==> config.mk <==
export PLATFORM = sky130hd
export DESIGN_NAME = ctrlDecoder
export DESIGN_NICKNAME = d
export VERILOG_FILES = /design/src/ctrlPkg.sv /design/src/rvIsaPkg.sv /design/src/ctrlDecoder.sv /design/src/decodeHandshake.sv /design/src/instrDecode.sv /design/src/sysDecode.sv /design/src/flowDecode.sv /design/src/memDecode.sv /design/src/aluDecode.sv
export SDC_FILE = /design/constraint.sdc
export NUM_CORES = 1
export LEC_CHECK = 0
export BUFFER_PORTS_ARGS = -buffer_cell sky130_fd_sc_hd__buf_2
export CAP_MARGIN = 25
export CORE_UTILIZATION = 55
export CTS_BUF_LIST = sky130_fd_sc_hd__clkbuf_4
export DETAILED_ROUTE_END_ITERATION = 6
export PLACE_DENSITY = 0.79
export SLEW_MARGIN = 20
export SYNTH_ARGS = -nofsm -noshare
export SYNTH_HDL_FRONTEND = slang
export SYNTH_HIERARCHICAL = 1
export SYNTH_SLANG_ARGS = --single-unit
==> constraint.sdc <==
create_clock -name clk -period 2.4 [get_ports clk]
set_input_delay 0.72 -clock clk [delete_from_list [all_inputs] [get_ports clk]]
set_output_delay 0.72 -clock clk [all_outputs]
set_load 0.05 [all_outputs]
==> src/ctrlPkg.sv <==
// control word for execute, memory, write-back and CSR stages
// operand, immediate, ALU, memory, branch and CSR encodings
`default_nettype none

package ctrlPkg;

  typedef enum logic {
    srcPc  = 1'b0,
    srcRs1 = 1'b1
  } aluSrcA_e;

  typedef enum logic [1:0] {
    srcRs2  = 2'd0,
    srcImm  = 2'd1,
    srcFour = 2'd2   // link address pc+4
  } aluSrcB_e;

  typedef enum logic [2:0] {
    fmtI = 3'd0,
    fmtU = 3'd1,
    fmtS = 3'd2,
    fmtB = 3'd3,
    fmtJ = 3'd4,
    fmtR = 3'd5
  } immFmt_e;

  // low 3 bits follow funct3, bit 3 alt op, bit 4 word form
  typedef enum logic [4:0] {
    aluAdd   = 5'd0,
    aluSll   = 5'd1,
    aluSlt   = 5'd2,
    aluSltu  = 5'd3,
    aluXor   = 5'd4,
    aluSrl   = 5'd5,
    aluOr    = 5'd6,
    aluAnd   = 5'd7,
    aluSub   = 5'd8,
    aluSra   = 5'd13,
    aluPassB = 5'd15,  // lui
    aluAddW  = 5'd16,
    aluSllW  = 5'd17,
    aluSrlW  = 5'd21,
    aluSubW  = 5'd24,
    aluSraW  = 5'd29
  } aluOp_e;

  typedef enum logic [2:0] {
    memW  = 3'd0,
    memB  = 3'd1,
    memH  = 3'd2,
    memD  = 3'd3,
    memWu = 3'd4,
    memBu = 3'd5,
    memHu = 3'd6
  } memOp_e;

  typedef enum logic [2:0] {
    brNone = 3'd0,
    brJal  = 3'd1,
    brJalr = 3'd2,
    brEq   = 3'd4,
    brNe   = 3'd5,
    brLt   = 3'd6,  // also bltu
    brGe   = 3'd7   // also bgeu
  } branch_e;

  typedef enum logic [1:0] {
    csrWrite = 2'd0,
    csrSet   = 2'd1,
    csrClear = 2'd2
  } csrOp_e;

  typedef struct packed {
    aluSrcA_e aluSrcA;
    aluSrcB_e aluSrcB;
    immFmt_e  immFmt;
    aluOp_e   aluOp;
    branch_e  branch;
    memOp_e   memOp;
    logic     memToReg;  // load data to rd
    logic     regWen;
    logic     memWen;
    logic     csrWen;
    logic     csrToReg;  // old csr value to rd
    csrOp_e   csrOp;
    logic     ecall;
    logic     ebreak;
    logic     mret;
    logic     illegal;   // lsb
  } ctrlWord_t;

  localparam ctrlWord_t ctrlZero    = '0;
  localparam ctrlWord_t ctrlIllegal = ctrlWord_t'(1);  // only illegal set

endpackage

`default_nettype wire

==> src/rvIsaPkg.sv <==
// RV64I base encodings
// major opcodes, funct3 and funct7 codes, system immediates
// R/I/S/U views of one instruction word
`default_nettype none

package rvIsaPkg;

  typedef enum logic [6:0] {
    opLui    = 7'b0110111,
    opAuipc  = 7'b0010111,
    opJal    = 7'b1101111,
    opJalr   = 7'b1100111,
    opBranch = 7'b1100011,
    opLoad   = 7'b0000011,
    opStore  = 7'b0100011,
    opImm    = 7'b0010011,
    opReg    = 7'b0110011,
    opImm32  = 7'b0011011,  // RV64 only
    opReg32  = 7'b0111011,  // RV64 only
    opSystem = 7'b1110011
  } opcode_e;

  // integer ops
  localparam logic [2:0] f3AddSub = 3'b000;
  localparam logic [2:0] f3Sll    = 3'b001;
  localparam logic [2:0] f3Slt    = 3'b010;
  localparam logic [2:0] f3Sltu   = 3'b011;
  localparam logic [2:0] f3Xor    = 3'b100;
  localparam logic [2:0] f3SrlSra = 3'b101;
  localparam logic [2:0] f3Or     = 3'b110;
  localparam logic [2:0] f3And    = 3'b111;

  // branches
  localparam logic [2:0] f3Beq  = 3'b000;
  localparam logic [2:0] f3Bne  = 3'b001;
  localparam logic [2:0] f3Blt  = 3'b100;
  localparam logic [2:0] f3Bge  = 3'b101;
  localparam logic [2:0] f3Bltu = 3'b110;
  localparam logic [2:0] f3Bgeu = 3'b111;

  // loads, stores reuse the low four
  localparam logic [2:0] f3Byte  = 3'b000;
  localparam logic [2:0] f3Half  = 3'b001;
  localparam logic [2:0] f3Word  = 3'b010;
  localparam logic [2:0] f3Dword = 3'b011;
  localparam logic [2:0] f3ByteU = 3'b100;
  localparam logic [2:0] f3HalfU = 3'b101;
  localparam logic [2:0] f3WordU = 3'b110;

  // system
  localparam logic [2:0] f3Priv  = 3'b000;
  localparam logic [2:0] f3Csrrw = 3'b001;
  localparam logic [2:0] f3Csrrs = 3'b010;
  localparam logic [2:0] f3Csrrc = 3'b011;

  localparam logic [6:0] f7Base = 7'b0000000;
  localparam logic [6:0] f7Alt  = 7'b0100000;  // sub / sra
  localparam logic [6:0] f7Mext = 7'b0000001;  // mul/div, unsupported

  localparam logic [11:0] immEcall  = 12'h000;
  localparam logic [11:0] immEbreak = 12'h001;
  localparam logic [11:0] immMret   = 12'h302;

  typedef struct packed {
    logic [6:0] funct7;
    logic [4:0] rs2;
    logic [4:0] rs1;
    logic [2:0] funct3;
    logic [4:0] rd;
    opcode_e    opcode;
  } rType_t;

  typedef struct packed {
    logic [11:0] imm12;  // also csr address / system imm
    logic [4:0]  rs1;
    logic [2:0]  funct3;
    logic [4:0]  rd;
    opcode_e     opcode;
  } iType_t;

  typedef struct packed {
    logic [6:0] immHi;   // imm[11:5]
    logic [4:0] rs2;
    logic [4:0] rs1;
    logic [2:0] funct3;
    logic [4:0] immLo;   // imm[4:0]
    opcode_e    opcode;
  } sType_t;

  typedef struct packed {
    logic [19:0] imm20;
    logic [4:0]  rd;
    opcode_e     opcode;
  } uType_t;

  typedef union packed {
    rType_t r;
    iType_t i;
    sType_t s;
    uType_t u;
  } instr_u;

endpackage

`default_nettype wire
==> src/ctrlDecoder.sv <==
// decoder top
// req/ack stage around the combinational instruction decode
`default_nettype none

module ctrlDecoder
  import ctrlPkg::*, rvIsaPkg::*;
#(
  parameter bit Rv64 = 1'b1  // 0 rejects word opcodes
) (
  input  logic      clk,
  input  logic      rstN,
  input  logic      req,
  input  instr_u    instr,
  output logic      ack,
  output ctrlWord_t ctrl
);

  instr_u    heldInstr;  // captured on accept
  ctrlWord_t decoded;

  decodeHandshake uHandshake (
    .clk      (clk),
    .rstN     (rstN),
    .req      (req),
    .instr    (instr),
    .ack      (ack),
    .heldInstr(heldInstr),
    .decoded  (decoded),
    .ctrl     (ctrl)
  );

  instrDecode #(.Rv64(Rv64)) uDecode (
    .instr(heldInstr),
    .ctrl (decoded)
  );

endmodule

`default_nettype wire

==> src/decodeHandshake.sv <==
// four-phase req/ack stage
// holds the accepted instruction, then the decoded control word
`default_nettype none

module decodeHandshake
  import ctrlPkg::*, rvIsaPkg::*;
(
  input  logic      clk,
  input  logic      rstN,
  input  logic      req,
  input  instr_u    instr,
  output logic      ack,
  output instr_u    heldInstr,
  input  ctrlWord_t decoded,
  output ctrlWord_t ctrl
);

  typedef enum logic {
    stIdle,
    stBusy   // instruction held, decode settling
  } state_e;

  state_e state;

  always_ff @(posedge clk or negedge rstN) begin
    if (!rstN) begin
      state     <= stIdle;
      ack       <= 1'b0;
      heldInstr <= '0;
      ctrl      <= ctrlZero;
    end else begin
      case (state)
        stIdle: begin
          if (req && !ack) begin       // new request, previous ack gone
            heldInstr <= instr;
            state     <= stBusy;
          end else if (!req) begin
            ack <= 1'b0;               // return to zero phase
          end
        end
        default: begin
          ctrl  <= decoded;
          ack   <= 1'b1;
          state <= stIdle;             // wait for req low there
        end
      endcase
    end
  end

  ackNeedsReq: assert property (@(posedge clk) disable iff (!rstN)
    $rose(ack) |-> $past(req))
    else $error("decodeHandshake: ack raised after req was withdrawn");

  ctrlHeld: assert property (@(posedge clk) disable iff (!rstN)
    ($past(ack) && ack) |-> $stable(ctrl))
    else $error("decodeHandshake: ctrl changed during ack");

endmodule

`default_nettype wire

==> src/instrDecode.sv <==
// full instruction decode
// picks one sub-decoder word by opcode class, cleans illegal words
`default_nettype none

module instrDecode
  import ctrlPkg::*, rvIsaPkg::*;
#(
  parameter bit Rv64 = 1'b1
) (
  input  instr_u    instr,
  output ctrlWord_t ctrl
);

  ctrlWord_t aluCtrl;
  ctrlWord_t memCtrl;
  ctrlWord_t flowCtrl;
  ctrlWord_t sysCtrl;
  ctrlWord_t selCtrl;  // before illegal cleanup

  aluDecode #(.Rv64(Rv64)) uAlu (.instr(instr), .ctrl(aluCtrl));
  memDecode                uMem (.instr(instr), .ctrl(memCtrl));
  flowDecode               uFlow (.instr(instr), .ctrl(flowCtrl));
  sysDecode                uSys (.instr(instr), .ctrl(sysCtrl));

  always_comb begin
    case (instr.r.opcode)
      opLui, opAuipc, opImm, opReg:  selCtrl = aluCtrl;
      opImm32, opReg32:              selCtrl = Rv64 ? aluCtrl : ctrlIllegal;
      opLoad, opStore:               selCtrl = memCtrl;
      opJal, opJalr, opBranch:       selCtrl = flowCtrl;
      opSystem:                      selCtrl = sysCtrl;
      default:                       selCtrl = ctrlIllegal;  // unknown opcode
    endcase
    // no side effects may leak from a rejected instruction
    ctrl = selCtrl.illegal ? ctrlIllegal : selCtrl;
  end

  trapOneHot: assert final ($onehot0({ctrl.ecall, ctrl.ebreak, ctrl.mret}))
    else $error("instrDecode: more than one trap flag set");

endmodule

`default_nettype wire

==> src/sysDecode.sv <==
// system opcode decode
// csrrw/csrrs/csrrc by funct3, ecall/ebreak/mret by imm12
`default_nettype none

module sysDecode
  import ctrlPkg::*, rvIsaPkg::*;
(
  input  instr_u    instr,
  output ctrlWord_t ctrl
);

  always_comb begin
    ctrl         = ctrlZero;
    ctrl.aluSrcA = srcRs1;
    ctrl.aluSrcB = srcImm;
    ctrl.immFmt  = fmtI;
    ctrl.aluOp   = aluAdd;
    if (instr.i.opcode != opSystem) begin
      ctrl.illegal = 1'b1;
    end else begin
      case (instr.i.funct3)
        f3Priv: begin
          case (instr.i.imm12)
            immEcall:  ctrl.ecall  = 1'b1;
            immEbreak: ctrl.ebreak = 1'b1;
            immMret:   ctrl.mret   = 1'b1;
            default:   ctrl.illegal = 1'b1;  // wfi, sret etc
          endcase
        end
        f3Csrrw, f3Csrrs, f3Csrrc: begin
          ctrl.csrWen   = 1'b1;
          ctrl.csrToReg = 1'b1;  // rd gets old csr
          ctrl.regWen   = 1'b1;
          case (instr.i.funct3)
            f3Csrrs: ctrl.csrOp = csrSet;
            f3Csrrc: ctrl.csrOp = csrClear;
            default: ctrl.csrOp = csrWrite;
          endcase
        end
        default: ctrl.illegal = 1'b1;  // csr*i forms too
      endcase
    end
  end

endmodule

`default_nettype wire

==> src/flowDecode.sv <==
// control flow decode for jal, jalr and conditional branches
`default_nettype none

module flowDecode
  import ctrlPkg::*, rvIsaPkg::*;
(
  input  instr_u    instr,
  output ctrlWord_t ctrl
);

  always_comb begin
    ctrl = ctrlZero;
    case (instr.r.opcode)
      opJal, opJalr: begin
        ctrl.aluSrcA = srcPc;
        ctrl.aluSrcB = srcFour;  // rd <= pc + 4
        ctrl.aluOp   = aluAdd;
        ctrl.regWen  = 1'b1;
        ctrl.immFmt  = (instr.r.opcode == opJal) ? fmtJ : fmtI;
        ctrl.branch  = (instr.r.opcode == opJal) ? brJal : brJalr;
      end
      opBranch: begin
        ctrl.aluSrcA = srcRs1;
        ctrl.aluSrcB = srcRs2;
        ctrl.immFmt  = fmtB;
        ctrl.aluOp   = aluSlt;   // signed compare by default
        case (instr.r.funct3)
          f3Beq:  ctrl.branch = brEq;
          f3Bne:  ctrl.branch = brNe;
          f3Blt:  ctrl.branch = brLt;
          f3Bge:  ctrl.branch = brGe;
          f3Bltu: begin
            ctrl.branch = brLt;
            ctrl.aluOp  = aluSltu;
          end
          f3Bgeu: begin
            ctrl.branch = brGe;
            ctrl.aluOp  = aluSltu;
          end
          default: ctrl.illegal = 1'b1;  // 010, 011 unused
        endcase
      end
      default: ctrl.illegal = 1'b1;
    endcase
  end

endmodule

`default_nettype wire

==> src/memDecode.sv <==
// load and store decode
// address is rs1 + imm, width and sign from funct3
`default_nettype none

module memDecode
  import ctrlPkg::*, rvIsaPkg::*;
(
  input  instr_u    instr,
  output ctrlWord_t ctrl
);

  always_comb begin
    ctrl         = ctrlZero;
    ctrl.aluSrcA = srcRs1;
    ctrl.aluSrcB = srcImm;
    ctrl.aluOp   = aluAdd;  // effective address
    case (instr.r.opcode)
      opLoad: begin
        ctrl.immFmt   = fmtI;
        ctrl.memToReg = 1'b1;
        ctrl.regWen   = 1'b1;
        case (instr.i.funct3)
          f3Byte:  ctrl.memOp = memB;
          f3Half:  ctrl.memOp = memH;
          f3Word:  ctrl.memOp = memW;
          f3Dword: ctrl.memOp = memD;
          f3ByteU: ctrl.memOp = memBu;  // zero extend
          f3HalfU: ctrl.memOp = memHu;
          f3WordU: ctrl.memOp = memWu;
          default: ctrl.illegal = 1'b1;
        endcase
      end
      opStore: begin
        ctrl.immFmt = fmtS;
        ctrl.memWen = 1'b1;
        case (instr.s.funct3)
          f3Byte:  ctrl.memOp = memB;
          f3Half:  ctrl.memOp = memH;
          f3Word:  ctrl.memOp = memW;
          f3Dword: ctrl.memOp = memD;
          default: ctrl.illegal = 1'b1;  // no unsigned stores
        endcase
      end
      default: ctrl.illegal = 1'b1;
    endcase
  end

  loadStoreExcl: assert final (!(ctrl.memWen && ctrl.memToReg))
    else $error("memDecode: store word also requests load write-back");

endmodule

`default_nettype wire

==> src/aluDecode.sv <==
// integer ALU decode for OP, OP-IMM, OP-32, OP-IMM-32
// plus lui and auipc
`default_nettype none

module aluDecode
  import ctrlPkg::*, rvIsaPkg::*;
#(
  parameter bit Rv64 = 1'b1
) (
  input  instr_u    instr,
  output ctrlWord_t ctrl
);

  logic   isReg;   // register-register form
  logic   isWord;  // 32-bit result form
  logic   subSel;
  logic   sraSel;
  aluOp_e baseOp;  // 64-bit code from funct3

  assign isReg  = (instr.r.opcode == opReg) || (instr.r.opcode == opReg32);
  assign isWord = (instr.r.opcode == opImm32) || (instr.r.opcode == opReg32);
  assign subSel = isReg && (instr.r.funct7 == f7Alt);  // no subi
  assign sraSel = instr.r.funct7[5];                    // bit 30, srai too

  always_comb begin
    case (instr.r.funct3)
      f3AddSub: baseOp = subSel ? aluSub : aluAdd;
      f3Sll:    baseOp = aluSll;
      f3Slt:    baseOp = aluSlt;
      f3Sltu:   baseOp = aluSltu;
      f3Xor:    baseOp = aluXor;
      f3SrlSra: baseOp = sraSel ? aluSra : aluSrl;
      f3Or:     baseOp = aluOr;
      default:  baseOp = aluAnd;
    endcase
  end

  always_comb begin
    ctrl         = ctrlZero;
    ctrl.aluSrcA = srcRs1;
    ctrl.regWen  = 1'b1;         // every op here writes rd
    ctrl.aluOp   = baseOp;
    case (instr.r.opcode)
      opLui: begin
        ctrl.aluSrcB = srcImm;
        ctrl.immFmt  = fmtU;
        ctrl.aluOp   = aluPassB;
      end
      opAuipc: begin
        ctrl.aluSrcA = srcPc;
        ctrl.aluSrcB = srcImm;
        ctrl.immFmt  = fmtU;
        ctrl.aluOp   = aluAdd;
      end
      opImm, opImm32: begin
        ctrl.aluSrcB = srcImm;
        ctrl.immFmt  = fmtI;
      end
      opReg, opReg32: begin
        ctrl.aluSrcB = srcRs2;
        ctrl.immFmt  = fmtR;
        ctrl.illegal = (instr.r.funct7 == f7Mext);  // M ext dropped
      end
      default: ctrl.illegal = 1'b1;
    endcase
    if (isWord) begin
      case (baseOp)
        aluAdd:  ctrl.aluOp = aluAddW;
        aluSub:  ctrl.aluOp = aluSubW;
        aluSll:  ctrl.aluOp = aluSllW;
        aluSrl:  ctrl.aluOp = aluSrlW;
        aluSra:  ctrl.aluOp = aluSraW;
        default: ctrl.illegal = 1'b1;  // no word slt/xor/or/and
      endcase
      if (!Rv64) begin
        ctrl.illegal = 1'b1;           // RV32 has no word forms
      end
    end
  end

endmodule

`default_nettype wire

==> key figures <==
Run status
  • Status: finished, final reports clean

Routing
  • Via density: 5.456
  • Via count: 3197
  • TritonRoute pass-1 iters: 5
  • Drt first-iter violations: 253
  • DR WL/cell: 15.77 um
  • Residual DRC count: 0
  • Antenna-violating nets left: 0
  • Final wirelength: 9244 um

Global routing
  • Initial antenna violation count: 0
  • Total GRT Usage: 24.05%
  • Global route overflow: 0
  • Largest net degree at the start of global routing: 33
  • First-pass GRT wire length: approximately 16000 um
  • Number of global-route vias before repair: 3241

Power
  • LEAKAGE: 2.002 nW
  • VDD IR-drop max: 644.2 uV
  • Pwr dens: 766.2 nW/um^2

Finish
  • N_diodes: 0
  • Multi-input gate area: roughly 2400 um^2
  • FF+latch area: 1308 um^2
  • Layout filler cell count: roughly 630
  • Area Growth Syn to Fin: 6.593%
  • Final Net Count: 521
  • Layout cells sized above 1: between 40% and 50%

Clocking
  • CTS root buf: clkbuf_4
  • CTS H-tree depth: 2
  • Clk Latency, worst-skew pair: between 300 and 400 ps
  • Post-CTS Resized: 0
  • Clock transition at path regs: between 150 and 200 ps
  • Hold_buf cts: 0
  • Bufs on Longest Clock Path: 2
  • Total CTS buffers: 5
  • CTS sink cnt: 52
  • Clock tree from TritonCTS: yes
  • Post-CTS Setup Inserts: 0

STA
  • Least-Margin Pin Slew: 611.8 ps
  • Final period util: a little over nine tenths
  • Final worst slack: 63.75 ps
  • Relative slew slack: 59.21%
  • Setup Skew: 23.75 ps
  • Post-route setup TNS: 0 ps
  • Fmax: 428.0 MHz
  • Hold Vio Cnt, Final: 0
  • Final max-slew violation count: 0
  • Setup violations, final: 0
  • Tmin final: 2336 ps
  • RSZ-0062 raised after global routing: true

Min path
  • Hold WC Path Type: input pin to asynchronous set/reset pin

Worst setup path
  • Largest fanout on the critical path: 22
  • CP endpoint kind: flip-flop
  • Crit. Startpoint: uHandshake/heldInstr[27]
  • WP data required: 2670 ps
  • R2R cell count: 9
  • FF-to-FF End: uHandshake/ctrl[0]
  • Reg2Reg Launch Point: uHandshake/heldInstr[27]
  • R2r setup slk: 60 ps
  • Crit path launch type: flip-flop
  • Critical Setup Path Class: flip-flop to flip-flop
  • WP data arrival: 2610 ps
  • CP endpoint: uHandshake/ctrl[0]

Floorplanning
  • Die area: 8226 um^2
  • FP Rows: 31
  • Initial Util: 58.40%
  • I/O Pins: 64
  • Chip Width: between 90 and 100 um
  • Vert. Die Dim: 90.70 um
  • Core area: 7408 um^2

Place
  • Port Buf Inserts: 53
  • Pre-CTS setup slack: 56.85 ps
  • DP Wirelength: 7098 um
  • Final Wtd Congestion: 0.9017

Synthesis
  • Synth warn: 6
  • Syn Inst Count: 426
  • Synthesized area per cell: around 10 um^2
  • Synth Cell Area: 4327 um^2

Run
  • Max Cap Viol: 0
-- worst min-delay path by stage --
stage,startpoint,endpoint,depth (start not counted)
2_1_floorplan,rstN,uHandshake/ack,0
3_3_place_gp,uHandshake/ctrl[19],uHandshake/ctrl[19],1
3_5_place_dp,uHandshake/ctrl[17],uHandshake/ctrl[17],1
4_1_cts,rstN,uHandshake/ctrl[16],1
5_1_grt,rstN,uHandshake/ctrl[16],1
6_report,rstN,uHandshake/ctrl[26],1
-- per-layer routing --
| metal | share of wire (%) | routed length, um | vias to the layer above | GRT usage (%) |
|---|---|---|---|---|
| met5 | 0 | 0 | - | 0 |
| met4 | 1.8 | 171 | 0 | 10.35 |
| met3 | 3.9 | 361 | 16 | 3.451 |
| met2 | 50 | 4661 | 108 | 40.85 |
| met1 | 44 | 4050 | 1531 | 30.32 |
| li1 | - | - | 1542 | - |
-- critical path, cell delays in order (launching register included) --
cell      delay (ps)
dfrtp_1          440
nor4_4           340
o211ai_1         150
a21o_1           180
inv_1             60
o32ai_1           60
a221o_1          350
buf_12           190
or2_1            210
mux2_2           260
-- cell type report --
cell class                      instances  share of cell area (%)
Clock inverter                          2                  0.7596
Clock buffer                            6                  0.9767
Sequential cell                        52                   28.35
Inverter                               35                   2.849
Multi-Input combinational cell        298                   51.14
Timing Repair Buffer                   94                   13.24
Tap cell                               99                   2.686
-- layout by cell type, fill, tap and decap left out, types with 4 or more instances in the layout --
cell,instances
a22oi_1,26
dfrtp_2,5
a222oi_1,14
o32ai_1,15
nor2_1,8
o21ai_0,4
a211oi_1,5
clkbuf_4,6
buf_4,38
inv_1,35
buf_2,53
a211oi_2,12
mux2_2,49
nor2b_1,4
conb_1,73
dfrtp_1,47
nor3_2,15
nand2_1,7
nor3_1,9
-- flip-flops by register name (all words and copies together), names as in the netlist --
| register | count |
|---|---|
| uHandshake/heldInstr | 22 |
| uHandshake/state | 1 |
| uHandshake/ctrl | 28 |
| uHandshake/ack | 1 |
-- metrics by stage --
stage / hold WS (ps) / utilization [%] / total power, mW / area, um^2 / cells
global route: 329.7 / 62.25 / 3.733 / 4612 / 586
global placement: 485.7 / 60.87 / 2.927 / 4509 / 578
finish: 274.9 / 62.25 / 3.534 / 4612 / 586
CTS: 291.5 / 61.95 / 3.500 / 4589 / 586
floorplan: 424.4 / - / 2.544 / 4574 / 492
detailed placement: 489.4 / 60.87 / 2.986 / 4509 / 578
-- report_power, final --
group | total (mW) | internal, mW | switching [mW] | leakage, nW
logic | 1.73 | 0.749 | 0.984 | 1.29
clock network | 0.517 | 0.230 | 0.287 | 0.0456
registers | 1.28 | 1.05 | 0.237 | 0.663
total | 3.53 | 2.03 | 1.51 | 2.00
(Power assumes the default switching activity.)
